## config.mk

```make
export PLATFORM = sky130hd
export DESIGN_NAME = dzMux
export DESIGN_NICKNAME = d
export VERILOG_FILES = /design/src/verilog/dzBusPkg.sv /design/src/verilog/dzLinePkg.sv /design/src/verilog/dzRegisters.sv /design/src/verilog/dzTransmitScanner.sv /design/src/verilog/dzLineUart.sv /design/src/verilog/dzReceiveSilo.sv /design/src/verilog/dzMux.sv
export SDC_FILE = /design/constraint.sdc
export NUM_CORES = 1
export LEC_CHECK = 0
export ABC_CLOCK_PERIOD_IN_PS = 7400
export BUFFER_PORTS_ARGS = -buffer_cell sky130_fd_sc_hd__buf_4
export CORE_MARGIN = 2
export CORE_UTILIZATION = 55
export DETAILED_ROUTE_END_ITERATION = 10
export MAX_ROUTING_LAYER = met4
export PLACE_DENSITY = 0.82
export SLEW_MARGIN = 15
export SYNTH_ARGS = -nofsm -noshare
export SYNTH_HDL_FRONTEND = slang
export SYNTH_HIERARCHICAL = 1
export SYNTH_SLANG_ARGS = --single-unit
```

## constraint.sdc

```tcl
create_clock -name clk -period 7.4 [get_ports clk]
set_input_delay 1.11 -clock clk [delete_from_list [all_inputs] [get_ports clk]]
set_output_delay 1.11 -clock clk [all_outputs]
set_load 0.005 [all_outputs]
```

## src/verilog/dzBusPkg.sv

```systemverilog
// DZ11 register bus definitions
`default_nettype none

package dzBusPkg;

   ////////////////////
   // Bus widths and base address
   ////////////////////

   localparam int dzWordWidth = 16;
   localparam int dzAddrWidth = 18;
   localparam logic [dzAddrWidth-1:0] dzBaseAddr = 18'o760010;

   // Byte offsets from the base
   localparam logic [dzAddrWidth-1:0] csrOffset  = 18'o0;
   localparam logic [dzAddrWidth-1:0] rbufOffset = 18'o2;
   localparam logic [dzAddrWidth-1:0] tcrOffset  = 18'o4;
   localparam logic [dzAddrWidth-1:0] msrOffset  = 18'o6;
   // TDR is the write side of the MSR address
   localparam logic [dzAddrWidth-1:0] tdrOffset  = msrOffset;

   ////////////////////
   // Register layouts
   ////////////////////

   // Control and status
   typedef struct packed {
      logic       trdy;
      logic [3:0] zero14;
      logic [2:0] tline;
      logic       rdone;
      logic       zero6;
      logic       mse;
      logic       clr;
      logic       maint;
      logic [2:0] zero2;
   } dzCsrFields;

   // DTR in high byte, line enables in low byte
   typedef struct packed {
      logic [7:0] dtr;
      logic [7:0] lineEnable;
   } dzTcrFields;

   // Receive buffer
   typedef struct packed {
      logic       valid;
      logic       zero14;
      logic       frameError;
      logic [1:0] zero12;
      logic [2:0] line;
      logic [7:0] rxData;
   } dzRbufFields;

   // One bus word, decoded by whichever register it belongs to
   typedef union packed {
      dzCsrFields             csr;
      dzTcrFields             tcr;
      dzRbufFields            rbuf;
      logic [dzWordWidth-1:0] raw;
   } dzRegWord;

endpackage

`default_nettype wire

```

## src/verilog/dzLinePkg.sv

```systemverilog
// DZ11 serial line definitions
`default_nettype none

package dzLinePkg;

   localparam int dzLines     = 8;
   localparam int dzCharBits  = 8;
   // Start bit, data bits, one stop bit
   localparam int dzFrameBits = dzCharBits + 2;
   localparam int dzBitClocks = 16;
   localparam int dzSiloDepth = 16;
   localparam int dzSiloAddrBits = $clog2(dzSiloDepth);

   typedef logic [2:0] dzLineIndex;

   // Bit time counter and frame bit index
   typedef logic [$clog2(dzBitClocks)-1:0] dzBitTimer;
   typedef logic [$clog2(dzFrameBits)-1:0] dzBitIndex;
   localparam dzBitTimer dzHalfBit = dzBitTimer'(dzBitClocks / 2 - 1);
   localparam dzBitTimer dzFullBit = dzBitTimer'(dzBitClocks - 1);
   localparam dzBitIndex dzStopBit = dzBitIndex'(dzFrameBits - 1);

   // Received character with its tag
   typedef struct packed {
      logic                  frameError;
      dzLineIndex            line;
      logic [dzCharBits-1:0] rxData;
   } dzRxChar;

endpackage

`default_nettype wire

```

## src/verilog/dzRegisters.sv

```systemverilog
// DZ11 register block
`default_nettype none
`timescale 1ns/100ps

module dzRegisters
(
   input  logic                                 clk,
   input  logic                                 reset,
   input  logic [dzBusPkg::dzAddrWidth-1:0]     busAddr,
   input  logic                                 busRead,
   input  logic                                 busWrite,
   input  dzBusPkg::dzRegWord                   busDataIn,
   input  logic                                 trdy,
   input  dzLinePkg::dzLineIndex                tline,
   input  logic                                 rdone,
   input  dzBusPkg::dzRegWord                   rbufWord,
   input  logic [dzLinePkg::dzLines-1:0]        co,
   input  logic [dzLinePkg::dzLines-1:0]        ri,
   input  logic [dzLinePkg::dzLines-1:0]        txd,
   input  logic [dzLinePkg::dzLines-1:0]        rxd,
   output dzBusPkg::dzRegWord                   busDataOut,
   output logic                                 busAck,
   output logic                                 clear,
   output logic                                 csrMse,
   output logic [dzLinePkg::dzLines-1:0]        lineEnable,
   output logic [dzLinePkg::dzLines-1:0]        dtr,
   output logic                                 tdrWrite,
   output logic [dzLinePkg::dzCharBits-1:0]     tdrChar,
   output logic                                 rbufRead,
   output logic [dzLinePkg::dzLines-1:0]        lineRxd
);

   import dzBusPkg::*;
   import dzLinePkg::*;

   logic csrRead, csrWrite, tcrRead, tcrWrite, msrRead;
   logic csrMaint;
   dzTcrFields tcr;
   // Modem inputs through two flops
   logic [dzLines-1:0] coMeta, coSync, riMeta, riSync;

   ////////////////////
   // Address decode
   ////////////////////

   assign csrRead  = busRead  && busAddr == dzBaseAddr + csrOffset;
   assign csrWrite = busWrite && busAddr == dzBaseAddr + csrOffset;
   assign rbufRead = busRead  && busAddr == dzBaseAddr + rbufOffset;
   assign tcrRead  = busRead  && busAddr == dzBaseAddr + tcrOffset;
   assign tcrWrite = busWrite && busAddr == dzBaseAddr + tcrOffset;
   assign msrRead  = busRead  && busAddr == dzBaseAddr + msrOffset;
   assign tdrWrite = busWrite && busAddr == dzBaseAddr + tdrOffset;

   // No ack for unmapped or write-only-read combinations
   assign busAck = csrRead | csrWrite | rbufRead | tcrRead | tcrWrite | msrRead | tdrWrite;

   // Character goes straight to the selected UART
   assign tdrChar = busDataIn.raw[dzCharBits-1:0];

   ////////////////////
   // CSR and TCR state
   ////////////////////

   always_ff @(posedge clk)
   begin
      if (reset)
      begin
         clear    <= 1'b0;
         csrMse   <= 1'b0;
         csrMaint <= 1'b0;
         tcr      <= '0;
      end
      else
      begin
         // One-cycle clear pulse, CLR itself never stored
         clear <= csrWrite && busDataIn.csr.clr;
         if (clear)
         begin
            csrMse   <= 1'b0;
            csrMaint <= 1'b0;
         end
         else if (csrWrite)
         begin
            csrMse   <= busDataIn.csr.mse;
            csrMaint <= busDataIn.csr.maint;
         end
         if (clear)
            tcr <= '0;
         else if (tcrWrite)
            tcr <= busDataIn.tcr;
      end
   end

   assign lineEnable = tcr.lineEnable;
   assign dtr        = tcr.dtr;

   // Carrier and ring sampling
   always_ff @(posedge clk)
   begin
      if (reset)
      begin
         coMeta <= '0;
         coSync <= '0;
         riMeta <= '0;
         riSync <= '0;
      end
      else
      begin
         coMeta <= co;
         coSync <= coMeta;
         riMeta <= ri;
         riSync <= riMeta;
      end
   end

   // Maintenance loopback, each line hears its own transmitter
   assign lineRxd = csrMaint ? txd : rxd;

   ////////////////////
   // Read data
   ////////////////////

   always_comb
   begin
      busDataOut = '0;
      if (csrRead)
      begin
         busDataOut.csr.trdy  = trdy;
         busDataOut.csr.tline = tline;
         busDataOut.csr.rdone = rdone;
         busDataOut.csr.mse   = csrMse;
         busDataOut.csr.maint = csrMaint;
      end
      else if (rbufRead)
         busDataOut = rbufWord;
      else if (tcrRead)
         busDataOut.tcr = tcr;
      else if (msrRead)
         busDataOut.raw = {coSync, riSync};
   end

   // Bus master issues one strobe at a time
   assert property (@(posedge clk) disable iff (reset) !(busRead && busWrite));

endmodule

`default_nettype wire

```

## src/verilog/dzTransmitScanner.sv

```systemverilog
// Transmit line scanner
`default_nettype none
`timescale 1ns/100ps

module dzTransmitScanner
(
   input  logic                          clk,
   input  logic                          reset,
   input  logic                          clear,
   input  logic                          csrMse,
   input  logic [dzLinePkg::dzLines-1:0] lineEnable,
   input  logic [dzLinePkg::dzLines-1:0] txEmpty,
   input  logic                          tdrWrite,
   output logic                          trdy,
   output dzLinePkg::dzLineIndex         tline,
   output logic [dzLinePkg::dzLines-1:0] txLoad
);

   // Scan pointer doubles as TLINE
   always_ff @(posedge clk)
   begin
      if (reset || clear)
      begin
         trdy  <= 1'b0;
         tline <= '0;
      end
      else if (!csrMse)
         trdy <= 1'b0;
      else if (trdy)
      begin
         // Hold the line until software loads it
         if (tdrWrite)
            trdy <= 1'b0;
      end
      else if (lineEnable[tline] && txEmpty[tline])
         trdy <= 1'b1;
      else
         tline <= tline + 1'b1;
   end

   // TDR write becomes a load for the held line only
   always_comb
   begin
      txLoad        = '0;
      txLoad[tline] = tdrWrite && trdy;
   end

   // Loads land on an empty line
   assert property (@(posedge clk) disable iff (reset)
      |txLoad |-> (txLoad & ~txEmpty) == '0);

endmodule

`default_nettype wire

```

## src/verilog/dzLineUart.sv

```systemverilog
// Single line 8N1 UART
`default_nettype none
`timescale 1ns/100ps

module dzLineUart
#(
   parameter dzLinePkg::dzLineIndex lineNumber = '0
)
(
   input  logic                             clk,
   input  logic                             reset,
   input  logic                             clear,
   input  logic                             rxd,
   input  logic                             rxTake,
   input  logic                             txLoad,
   input  logic [dzLinePkg::dzCharBits-1:0] txChar,
   output logic                             txd,
   output logic                             txEmpty,
   output logic                             rxFull,
   output dzLinePkg::dzRxChar               rxChar
);

   import dzLinePkg::*;

   // Transmit side
   logic [dzFrameBits-1:0] txShift;
   dzBitTimer              txTimer;
   dzBitIndex              txBit;

   // Receive side
   logic                  rxMeta, rxSync;
   logic                  rxBusy;
   dzBitTimer             rxTimer;
   dzBitIndex             rxBit;
   logic [dzCharBits-1:0] rxShift;

   ////////////////////
   // Transmitter
   ////////////////////

   always_ff @(posedge clk)
   begin
      if (reset || clear)
      begin
         txShift <= '1;
         txTimer <= '0;
         txBit   <= '0;
         txEmpty <= 1'b1;
      end
      else if (txLoad)
      begin
         // Stop, data, start; LSB goes out first
         txShift <= {1'b1, txChar, 1'b0};
         txTimer <= '0;
         txBit   <= '0;
         txEmpty <= 1'b0;
      end
      else if (!txEmpty)
      begin
         if (txTimer == dzFullBit)
         begin
            txTimer <= '0;
            txShift <= {1'b1, txShift[dzFrameBits-1:1]};
            txBit   <= txBit + 1'b1;
            // End of stop bit
            if (txBit == dzStopBit)
               txEmpty <= 1'b1;
         end
         else
            txTimer <= txTimer + 1'b1;
      end
   end

   // Shifter idles at ones so the line rests high
   assign txd = txShift[0];

   ////////////////////
   // Receiver
   ////////////////////

   always_ff @(posedge clk)
   begin
      if (reset || clear)
      begin
         rxMeta <= 1'b1;
         rxSync <= 1'b1;
      end
      else
      begin
         rxMeta <= rxd;
         rxSync <= rxMeta;
      end
   end

   always_ff @(posedge clk)
   begin
      if (reset || clear)
      begin
         rxBusy  <= 1'b0;
         rxTimer <= '0;
         rxBit   <= '0;
         rxFull  <= 1'b0;
      end
      else
      begin
         if (rxTake)
            rxFull <= 1'b0;
         if (!rxBusy)
         begin
            // Falling edge, wait half a bit for the start centre
            if (!rxSync)
            begin
               rxBusy  <= 1'b1;
               rxTimer <= dzHalfBit;
               rxBit   <= '0;
            end
         end
         else if (rxTimer != '0)
            rxTimer <= rxTimer - 1'b1;
         else
         begin
            // Mid-bit sample
            rxTimer <= dzFullBit;
            rxBit   <= rxBit + 1'b1;
            if (rxBit == '0)
            begin
               // Glitch, not a start bit
               if (rxSync)
                  rxBusy <= 1'b0;
            end
            else if (rxBit == dzStopBit)
            begin
               // Newest character overwrites an unread one
               rxBusy <= 1'b0;
               rxFull <= 1'b1;
            end
            else
               rxShift <= {rxSync, rxShift[dzCharBits-1:1]};
         end
      end
   end

   // Holding buffer with line tag and framing flag
   always_ff @(posedge clk)
   begin
      if (rxBusy && rxTimer == '0 && rxBit == dzStopBit)
      begin
         rxChar.frameError <= !rxSync;
         rxChar.line       <= lineNumber;
         rxChar.rxData     <= rxShift;
      end
   end

   // Scanner only loads idle transmitters
   assert property (@(posedge clk) disable iff (reset) txLoad |-> txEmpty);

endmodule

`default_nettype wire

```

## src/verilog/dzReceiveSilo.sv

```systemverilog
// Receive scanner and silo FIFO
`default_nettype none
`timescale 1ns/100ps

module dzReceiveSilo
(
   input  logic                                         clk,
   input  logic                                         reset,
   input  logic                                         clear,
   input  logic                                         csrMse,
   input  logic [dzLinePkg::dzLines-1:0]                rxFull,
   input  dzLinePkg::dzRxChar [dzLinePkg::dzLines-1:0]  rxChars,
   input  logic                                         rbufRead,
   output logic [dzLinePkg::dzLines-1:0]                rxTake,
   output logic                                         rdone,
   output dzBusPkg::dzRegWord                           rbufWord
);

   import dzBusPkg::*;
   import dzLinePkg::*;

   dzLineIndex                rxScan;
   dzRxChar                   silo [dzSiloDepth];
   logic [dzSiloAddrBits-1:0] wrPtr, rdPtr;
   logic [dzSiloAddrBits:0]   count;
   logic                      siloFull;
   logic                      push, pop;
   dzRxChar                   head;

   // Depth is a power of two, so the count MSB means full
   assign siloFull = count[dzSiloAddrBits];
   assign rdone    = count != '0;
   assign push     = csrMse && !siloFull && rxFull[rxScan];
   assign pop      = rbufRead && rdone;

   // Take strobe back to the scanned UART
   always_comb
   begin
      rxTake         = '0;
      rxTake[rxScan] = push;
   end

   ////////////////////
   // Scan pointer and FIFO control
   ////////////////////

   always_ff @(posedge clk)
   begin
      if (reset || clear)
      begin
         rxScan <= '0;
         wrPtr  <= '0;
         rdPtr  <= '0;
         count  <= '0;
      end
      else
      begin
         // Stall the scan while full
         if (csrMse && !siloFull)
            rxScan <= rxScan + 1'b1;
         if (push)
            wrPtr <= wrPtr + 1'b1;
         if (pop)
            rdPtr <= rdPtr + 1'b1;
         count <= count + {{dzSiloAddrBits{1'b0}}, push} - {{dzSiloAddrBits{1'b0}}, pop};
      end
   end

   // Storage
   always_ff @(posedge clk)
   begin
      if (push)
         silo[wrPtr] <= rxChars[rxScan];
   end

   assign head = silo[rdPtr];

   // RBUF view of the head entry or a zero word when empty
   always_comb
   begin
      rbufWord = '0;
      if (rdone)
      begin
         rbufWord.rbuf.valid      = 1'b1;
         rbufWord.rbuf.frameError = head.frameError;
         rbufWord.rbuf.line       = head.line;
         rbufWord.rbuf.rxData     = head.rxData;
      end
   end

   // Count stays within the depth and matches the pointer distance
   assert property (@(posedge clk) disable iff (reset)
      (count <= dzSiloDepth) && (wrPtr - rdPtr == count[dzSiloAddrBits-1:0]));

endmodule

`default_nettype wire

```

## src/verilog/dzMux.sv

```systemverilog
// DZ11 eight line terminal multiplexer
`default_nettype none
`timescale 1ns/100ps

module dzMux
(
   input  logic                              clk,
   input  logic                              reset,
   input  logic [dzBusPkg::dzAddrWidth-1:0]  busAddr,
   input  logic                              busRead,
   input  logic                              busWrite,
   input  dzBusPkg::dzRegWord                busDataIn,
   output dzBusPkg::dzRegWord                busDataOut,
   output logic                              busAck,
   input  logic [dzLinePkg::dzLines-1:0]     rxd,
   input  logic [dzLinePkg::dzLines-1:0]     co,
   input  logic [dzLinePkg::dzLines-1:0]     ri,
   output logic [dzLinePkg::dzLines-1:0]     txd,
   output logic [dzLinePkg::dzLines-1:0]     dtr
);

   import dzBusPkg::*;
   import dzLinePkg::*;

   // Register block outputs
   logic                  clear;
   logic                  csrMse;
   logic [dzLines-1:0]    lineEnable;
   logic                  tdrWrite;
   logic [dzCharBits-1:0] tdrChar;
   logic                  rbufRead;
   logic [dzLines-1:0]    lineRxd;

   // Scanner, line and silo handshakes
   logic                  trdy;
   dzLineIndex            tline;
   logic [dzLines-1:0]    txLoad;
   logic [dzLines-1:0]    txEmpty;
   logic [dzLines-1:0]    rxFull;
   logic [dzLines-1:0]    rxTake;
   dzRxChar [dzLines-1:0] rxChars;
   logic                  rdone;
   dzRegWord              rbufWord;

   dzRegisters dzRegisters_i (
      .clk        (clk),
      .reset      (reset),
      .busAddr    (busAddr),
      .busRead    (busRead),
      .busWrite   (busWrite),
      .busDataIn  (busDataIn),
      .trdy       (trdy),
      .tline      (tline),
      .rdone      (rdone),
      .rbufWord   (rbufWord),
      .co         (co),
      .ri         (ri),
      .txd        (txd),
      .rxd        (rxd),
      .busDataOut (busDataOut),
      .busAck     (busAck),
      .clear      (clear),
      .csrMse     (csrMse),
      .lineEnable (lineEnable),
      .dtr        (dtr),
      .tdrWrite   (tdrWrite),
      .tdrChar    (tdrChar),
      .rbufRead   (rbufRead),
      .lineRxd    (lineRxd)
   );

   dzTransmitScanner dzTransmitScanner_i (
      .clk        (clk),
      .reset      (reset),
      .clear      (clear),
      .csrMse     (csrMse),
      .lineEnable (lineEnable),
      .txEmpty    (txEmpty),
      .tdrWrite   (tdrWrite),
      .trdy       (trdy),
      .tline      (tline),
      .txLoad     (txLoad)
   );

   ////////////////////
   // One UART per line
   ////////////////////

   for (genvar i = 0; i < dzLines; i++)
   begin : lineGen
      dzLineUart #(.lineNumber(dzLineIndex'(i))) dzLineUart_i (
         .clk     (clk),
         .reset   (reset),
         .clear   (clear),
         .rxd     (lineRxd[i]),
         .rxTake  (rxTake[i]),
         .txLoad  (txLoad[i]),
         .txChar  (tdrChar),
         .txd     (txd[i]),
         .txEmpty (txEmpty[i]),
         .rxFull  (rxFull[i]),
         .rxChar  (rxChars[i])
      );
   end

   dzReceiveSilo dzReceiveSilo_i (
      .clk      (clk),
      .reset    (reset),
      .clear    (clear),
      .csrMse   (csrMse),
      .rxFull   (rxFull),
      .rxChars  (rxChars),
      .rbufRead (rbufRead),
      .rxTake   (rxTake),
      .rdone    (rdone),
      .rbufWord (rbufWord)
   );

endmodule

`default_nettype wire

```

==> key figures, run 1 <==
Timing
  – Clock Skew: approximately 0.023 ns
  – Rel. slew slack: 0.216
  – Worst-Margin Slew: 1.17 ns
  – WHS: 0.410 ns
  – Final Hold Vio Count: 0
  – Fin crit period: between 5 and 6 ns
  – Final setup fails: 0
  – Setup TNS: 0 ns
  – RSZ-0062 raised after global routing: false
  – Pins Over Slew Limit: 0
  – Crit share post-route: 0.690
  – F_max: 0.196 GHz

Min path
  – HP Start: lineGen[0].dzLineUart_i/rxMeta
  – Depth of the worst hold-timing path: 1
  – Worst Hold Class: reg -> reg

Power and ir drop
  – Leakage power: around 0.011 uW
  – Power Dens Cells: between 200 and 250 mW/mm2
  – Clock power share: 0.441
  – Worst VDD drop: 0.205 mV
  – Comb pwr share: 0.030
  – Net Sw Frac: 0.208
  – Pwr Total: just over 7000 uW
  – Net load switching power: about 1500 uW
  – Reg power frac: 0.530
  – P_int: roughly 5600 uW

Run
  – Max-Cap Viols: 0

Drt
  – DRT antenna net count: 0
  – Wirelength, routed: around 65 mm
  – Detailed router's first-iteration violation count: about 1.9k
  – Drt first pass iters: 6
  – Remaining DRCs: 0
  – Vias per inst: slightly above 6
  – Vias: approximately 19k
  – Routed wire per std cell: about 21 um

Critical path
  – CP Launch Type: register
  – Worst reg2reg startpoint: dzReceiveSilo_i/rxScan[1]
  – Critical Path AT: roughly 4.0 ns
  – R2R depth: 11
  – CP max FO: 21
  – Worst setup EP type: primary output
  – Setup Crit Path Kind: reg -> out
  – CP required: between 6 and 7 ns

Floorplanning
  – Initial core utilization: 0.554
  – Io pins: 95
  – Die span in x: approximately 230 um
  – DIE AREA: approximately 0.053 mm2
  – Core region area: 0.0511 mm2
  – Die Ht: between 200 and 250 um
  – # rows: slightly above 80

Synthesis
  – Largest area contributor in the netlist: edfxtp_1
  – Post-synth top cells: 328 x edfxtp_1, 315 x dfxtp_1, 110 x nor2_1, 102 x a21oi_1, 92 x o21ai_0
  – Synth async-reset ratio: 0
  – Post-synth EDFFs: 328
  – Synth area leaders: edfxtp_1 35%, dfxtp_1 22%, mux4_2 3.9%
  – Synth unique cells: 80
  – Cells after synthesis: between 2k and 2.5k
  – FF+latch count, synth: 643
  – Share of the synthesized area in the top cell type: 0.348
  – Yosys warning total: 6
  – Post-synth top flop: edfxtp_1
  – Post-Syn Area: ~0.028 mm2
  – Most common cell in the netlist: edfxtp_1
  – Mean area per synthesized cell: between 10 and 15 um2
  – Share of the yosys chip area belonging to registers: 0.570

Outcome
  – Status: completed

Global routing
  – Vias in the first global route: around 18k
  – GR Layer Usage met2: 0.402
  – GR peak layer: met2
  – GR Util met3: 0.0389
  – Initial antenna violation count: 0
  – Largest net degree at the start of global routing: 70
  – Global Route Usage Sum: 0.248
  – Met1 Track Usage GR: 0.320
  – First-pass GRT wire length: 101 mm
  – GRT overflow: 0

Layout
  – Fill cells: approximately 3.8k
  – Synth-to-Final Area Change: 9.37%
  – Ant diodes: 0
  – Fin nets: ~2.5k
  – Final Core Density: 0.606
  – Share of layout cells above drive strength 1: 0.162

Clock tree
  – Worst-path clk slew: approximately 0.060 ns
  – CTS root buffer: clkbuf_16
  – Clock buffer depth: 3
  – # clock sinks: between 600 and 700
  – # Post-CTS Setup Buffers: 0
  – CTS tree: built
  – Num CTS Buffers: 60
  – Post-CTS Hold Buffers: 0
  – Worst skew pair latency: 0.63 ns
  – Post-CTS Resized: 0
  – H-Tree Depth: 2

Placed design
  – GP Congestion: ~0.89
  – Buffers on Ports: 94
  – Hpwl dp: 41.8 mm
## power groups by stage
stage                     clock network (uW)  logic, uW  registers, uW
after floorplan                            0        161           3840
after global placement                     0        196           3850
after detailed placement                   0        207           3850
after CTS                               3180        209           3780
after global routing                    3320        231           3780
final                                   3140        212           3780
## state kept, by name (all words and copies together) (netlist names), 5 cells and up, named ones only
name,cells
lineGen.dzLineUart_i/rxChar,72
lineGen.dzLineUart_i/rxShift,64
dzRegisters_i/riSync,8
dzRegisters_i/riMeta,8
dzReceiveSilo_i/silo,192
lineGen.dzLineUart_i/rxTimer,32
lineGen.dzLineUart_i/rxBusy,8
lineGen.dzLineUart_i/txTimer,32
dzReceiveSilo_i/count,5
dzRegisters_i/lineEnable,8
lineGen.dzLineUart_i/txEmpty,8
lineGen.dzLineUart_i/txBit,32
lineGen.dzLineUart_i/rxFull,8
lineGen.dzLineUart_i/rxSync,8
lineGen.dzLineUart_i/rxBit,32
lineGen.dzLineUart_i/rxMeta,8
dzRegisters_i/coMeta,8
dzRegisters_i/dtr,8
dzRegisters_i/coSync,8
lineGen.dzLineUart_i/txShift,72
## placed cells by master, fill, tap and decap left out, drive strengths merged, types with 65 or more instances in the layout
cell type and count:
nand2 71, clkbuf 82, nor2 110, o21ai 93, nor4 65, nor2b 67
dfxtp 315, buf 122, inv 92, edfxtp 328, a211oi 86, ha 68
a21oi 102, nor3 73
## per-stage QoR
stage / setup WS (ns) / area, um2 / cells
after global placement: 2.84 / 28900 / 2947
final: 2.29 / 31000 / 3060
after floorplan: 3.57 / 28400 / 2328
after detailed placement: 2.63 / 28900 / 2947
after global routing: 2.18 / 31000 / 3060
after CTS: 2.32 / 30900 / 3060
## routing by layer
metal / routed length (um) / vias up
li1: - / 8615
met1: 26400 / 9256
met2: 31800 / 772
met3: 4870 / 144
met4: 1880 / 0
met5: 0 / -
## worst paths after layout
check                                                      end  slack (ns)
worst max register to register        dzReceiveSilo_i/count[4]        3.33
worst max-delay path                             busDataOut[6]        2.29
worst min register to register  lineGen[0].dzLineUart_i/rxSync        0.41
worst min-delay path            lineGen[0].dzLineUart_i/rxSync        0.41
## kinds of logic after synthesis
kind of cell    after synthesis  synth area share
simple gates                734             0.157
other cells                  15           0.00199
xor+xnor                     33            0.0102
compound gates              398            0.0948
mux                         151            0.0785
fa+ha+maj                    69            0.0307
buf+inv                     273            0.0560
flops                       643             0.570
## cell type report
class / count / area, um2 / share of cell area
clock buffer: 82 / 1740 / 0.0562
clock inverter: 31 / 287 / 0.00925
inverter: 90 / 338 / 0.0109
multi-input combinational: 1412 / 10700 / 0.345
sequential: 643 / 16200 / 0.522
tap: 680 / 851 / 0.0275
timing repair buffer: 122 / 916 / 0.0296
## worst max-delay path, cell delays in order, from the launching register on
cell and delay [ns]:
dfxtp_1 1.04, buf_4 0.44, inv_1 0.29, nor2_1 0.23, a211oi_1 0.10, o32ai_1 0.61
mux2_2 0.28, a22oi_1 0.07, nor2_1 0.15, buf_4 0.14
No activity file was read; power rests on OpenSTA's default activity.
==> inputs of run 2 (changes only) <==
- ABC_CLOCK_PERIOD_IN_PS: 7400 -> 4800
- clock period: 7.4 -> 4.8 ns (I/O delays scaled with it)
==> run 2 against run 1 <==
  * Clock skew increased by 0.0056 ns
  * Sequential share of layout area decreased by 0.47 points
  * Global-route usage increased by 0.60 points
  * Clock power increased by 69%
  * Sequential power increased by 54%
  * Via count increased by 1.1%
  * Register-to-register slack got worse by 2.3 ns
  * Clock-buffer cell count increased by 7
  * Hold slack got worse by 0.092 ns
==> key figures, run 2 (synthesis gave the netlist of run 1 again) <==
Outcome
  – Status: completed

Drt
  – Detailed router's first-iteration violation count: between 1.5k and 2k
  – Remaining DRCs: 0
  – Routed wire per std cell: approximately 21 um
  – Wirelength, routed: about 66 mm
  – Vias per inst: roughly 6.2
  – Vias: about 19k
  – Drt first pass iters: 6
  – DRT antenna net count: 0

Global routing
  – First-pass GRT wire length: around 100 mm
  – GRT overflow: 0
  – Met1 Track Usage GR: 0.321
  – Initial antenna violation count: 0
  – Vias in the first global route: 18.6k
  – GR peak layer: met2
  – GR Util met3: 0.0373
  – Global Route Usage Sum: 0.254
  – GR Layer Usage met2: 0.420
  – Largest net degree at the start of global routing: 80

Critical path
  – Worst setup EP type: primary output
  – Cell Chain, Critical Path: inv_1, ha_1, or4b_1, nand2b_1, o32ai_1, mux4_2, and2b_1, buf_4
  – Slowest CP cell: nand2b_1
  – Slack of the worst reg-to-reg path: between 1 and 1.5 ns
  – CP required: between 4 and 5 ns
  – Worst setup path start: dzReceiveSilo_i/count[2]
  – CP max FO: 12
  – Critical path buffers and inverters: 2
  – Setup Crit Path Kind: reg -> out
  – CP endpoint: busDataOut[3]
  – CP Launch Type: register
  – Crit path depth: 8
  – Top delay family on crit path: simple AND/OR/NAND/NOR gates
  – R2R depth: 10
  – Critical Path AT: ~3.6 ns
  – CP max stage delay: 0.66 ns
  – Worst reg2reg startpoint: dzReceiveSilo_i/rxScan[2]
  – Reg2reg end: dzReceiveSilo_i/count[4]

Layout
  – Fin nets: 2477
  – Most common cell after layout, fill and taps aside: edfxtp_1
  – Ant diodes: 0
  – Synth-to-Final Area Change: 10.4%
  – Biggest registers after layout: dzReceiveSilo_i/silo x192, lineGen.dzLineUart_i/rxChar x72, lineGen.dzLineUart_i/txShift x72
  – Area of the multi-input gates: around 0.011 mm2
  – Final Core Density: 0.612
  – Register area: around 0.016 mm2
  – Fill cells: between 3k and 4k
  – Design Area, Final: approximately 0.031 mm2
  – Max FFs per register: 192
  – Most frequent cells in the layout: 328 x edfxtp_1, 313 x dfxtp_1, 133 x buf_4, 110 x nor2_1, 102 x a21oi_1
  – Share of layout cells above drive strength 1: 0.165
  – Top reg by flops: dzReceiveSilo_i/silo

Power and ir drop
  – Power Dens Cells: between 300 and 400 mW/mm2
  – Worst VDD drop: approximately 0.25 mV
  – Leakage power: roughly 0.011 uW
  – P_int: about 9000 uW
  – Net load switching power: between 2000 and 2500 uW
  – Net Sw Frac: 0.211
  – Comb pwr share: 0.029
  – Pwr Total: around 11000 uW
  – Reg power frac: 0.508
  – Clock power share: 0.463

Run
  – Max-Cap Viols: 0

Clock tree
  – Clock buffer depth: 3
  – CTS tree: built
  – Worst-path clk slew: about 0.06 ns
  – # Post-CTS Setup Buffers: 0
  – # clock sinks: approximately 640
  – Post-CTS Hold Buffers: 0
  – Worst skew pair latency: 0.62 ns
  – H-Tree Depth: 3
  – CTS root buffer: clkbuf_16
  – Post-CTS Resized: 0
  – Num CTS Buffers: between 60 and 70

Timing
  – Worst-Margin Slew: about 1.1 ns
  – Clock Skew: between 0.02 and 0.03 ns
  – F_max: 0.230 GHz
  – Rel. slew slack: 0.289
  – Fin crit period: 4.34 ns
  – WHS: between 0.3 and 0.4 ns
  – Crit share post-route: 0.904
  – Pins Over Slew Limit: 0
  – RSZ-0062 raised after global routing: false
  – Final setup fails: 0
  – Setup TNS: 0 ns
  – Final Hold Vio Count: 0

Floorplanning
  – Io pins: 95
  – # rows: 83
  – Die Ht: 231 um
  – Die span in x: 231 um
  – Initial core utilization: 0.554
  – Core region area: between 0.05 and 0.06 mm2
  – DIE AREA: between 0.05 and 0.06 mm2

Placed design
  – Post-DP Area: slightly below 0.03 mm2
  – Buffers on Ports: 94
  – Hpwl dp: 42.2 mm
  – GP Congestion: about 0.86

Min path
  – Worst Hold Class: in -> reg
## run 2: changes by cell type in the layout (fill, tap and decap cells not counted), sizes merged
| cell | before | now |
|---|---|---|
| buf | 122 | 133 |
| bufinv | 5 | 7 |
| clkbuf | 82 | 89 |
| clkinv | 21 | 20 |
| clkinvlp | 3 | 2 |
| inv | 92 | 93 |
## run 2: how the worst min path moves through the flow
stage,start,to,cells after the start
after global placement,lineGen[6].dzLineUart_i/rxMeta,lineGen[6].dzLineUart_i/rxSync,1
after detailed placement,lineGen[6].dzLineUart_i/rxMeta,lineGen[6].dzLineUart_i/rxSync,1
after floorplan,lineGen[0].dzLineUart_i/rxMeta,lineGen[0].dzLineUart_i/rxSync,1
after CTS,co[3],dzRegisters_i/coMeta[3],2
after global routing,ri[7],dzRegisters_i/riMeta[7],2
final,co[3],dzRegisters_i/coMeta[3],2
## run 2: area by class of cell
type,instances,area share
Sequential cell,643,0.517
Multi-Input combinational cell,1412,0.341
Timing Repair Buffer,133,0.0319
Clock inverter,32,0.0123
Inverter,90,0.0108
Tap cell,680,0.0272
Clock buffer,89,0.0598
## run 2: metrics by stage
step                      cells  worst slack, ns
final                      3079            0.459
after global routing       3079            0.433
after CTS                  3079            0.529
after detailed placement   2958            0.875
after global placement     2958            0.935
after floorplan            2328             1.36
## run 2: worst reg2reg max path: cells and delay by family (launching register included)
kind                       cells  cell delay (ns)
DFF                            1             0.95
xor gates and xnor gates       1             0.17
AOI/OAI and AO/OA              4             1.22
and+or+nand+nor                3             0.62
adders and majority gates      2             0.71
## run 2: metal layers
metal | vias up | part of all wire
li1 | 8664 | -
met1 | 9345 | 0.40
met2 | 828 | 0.50
met3 | 166 | 0.074
met4 | 0 | 0.030
met5 | - | 0
## run 2: power by group through the flow
stage	combinational [uW]	sequential (uW)	clock, uW
2_1_floorplan	247	5920	0
3_3_place_gp	306	5940	0
3_5_place_dp	321	5940	0
4_1_cts	325	5820	5360
5_1_grt	363	5830	5570
6_report	331	5830	5310
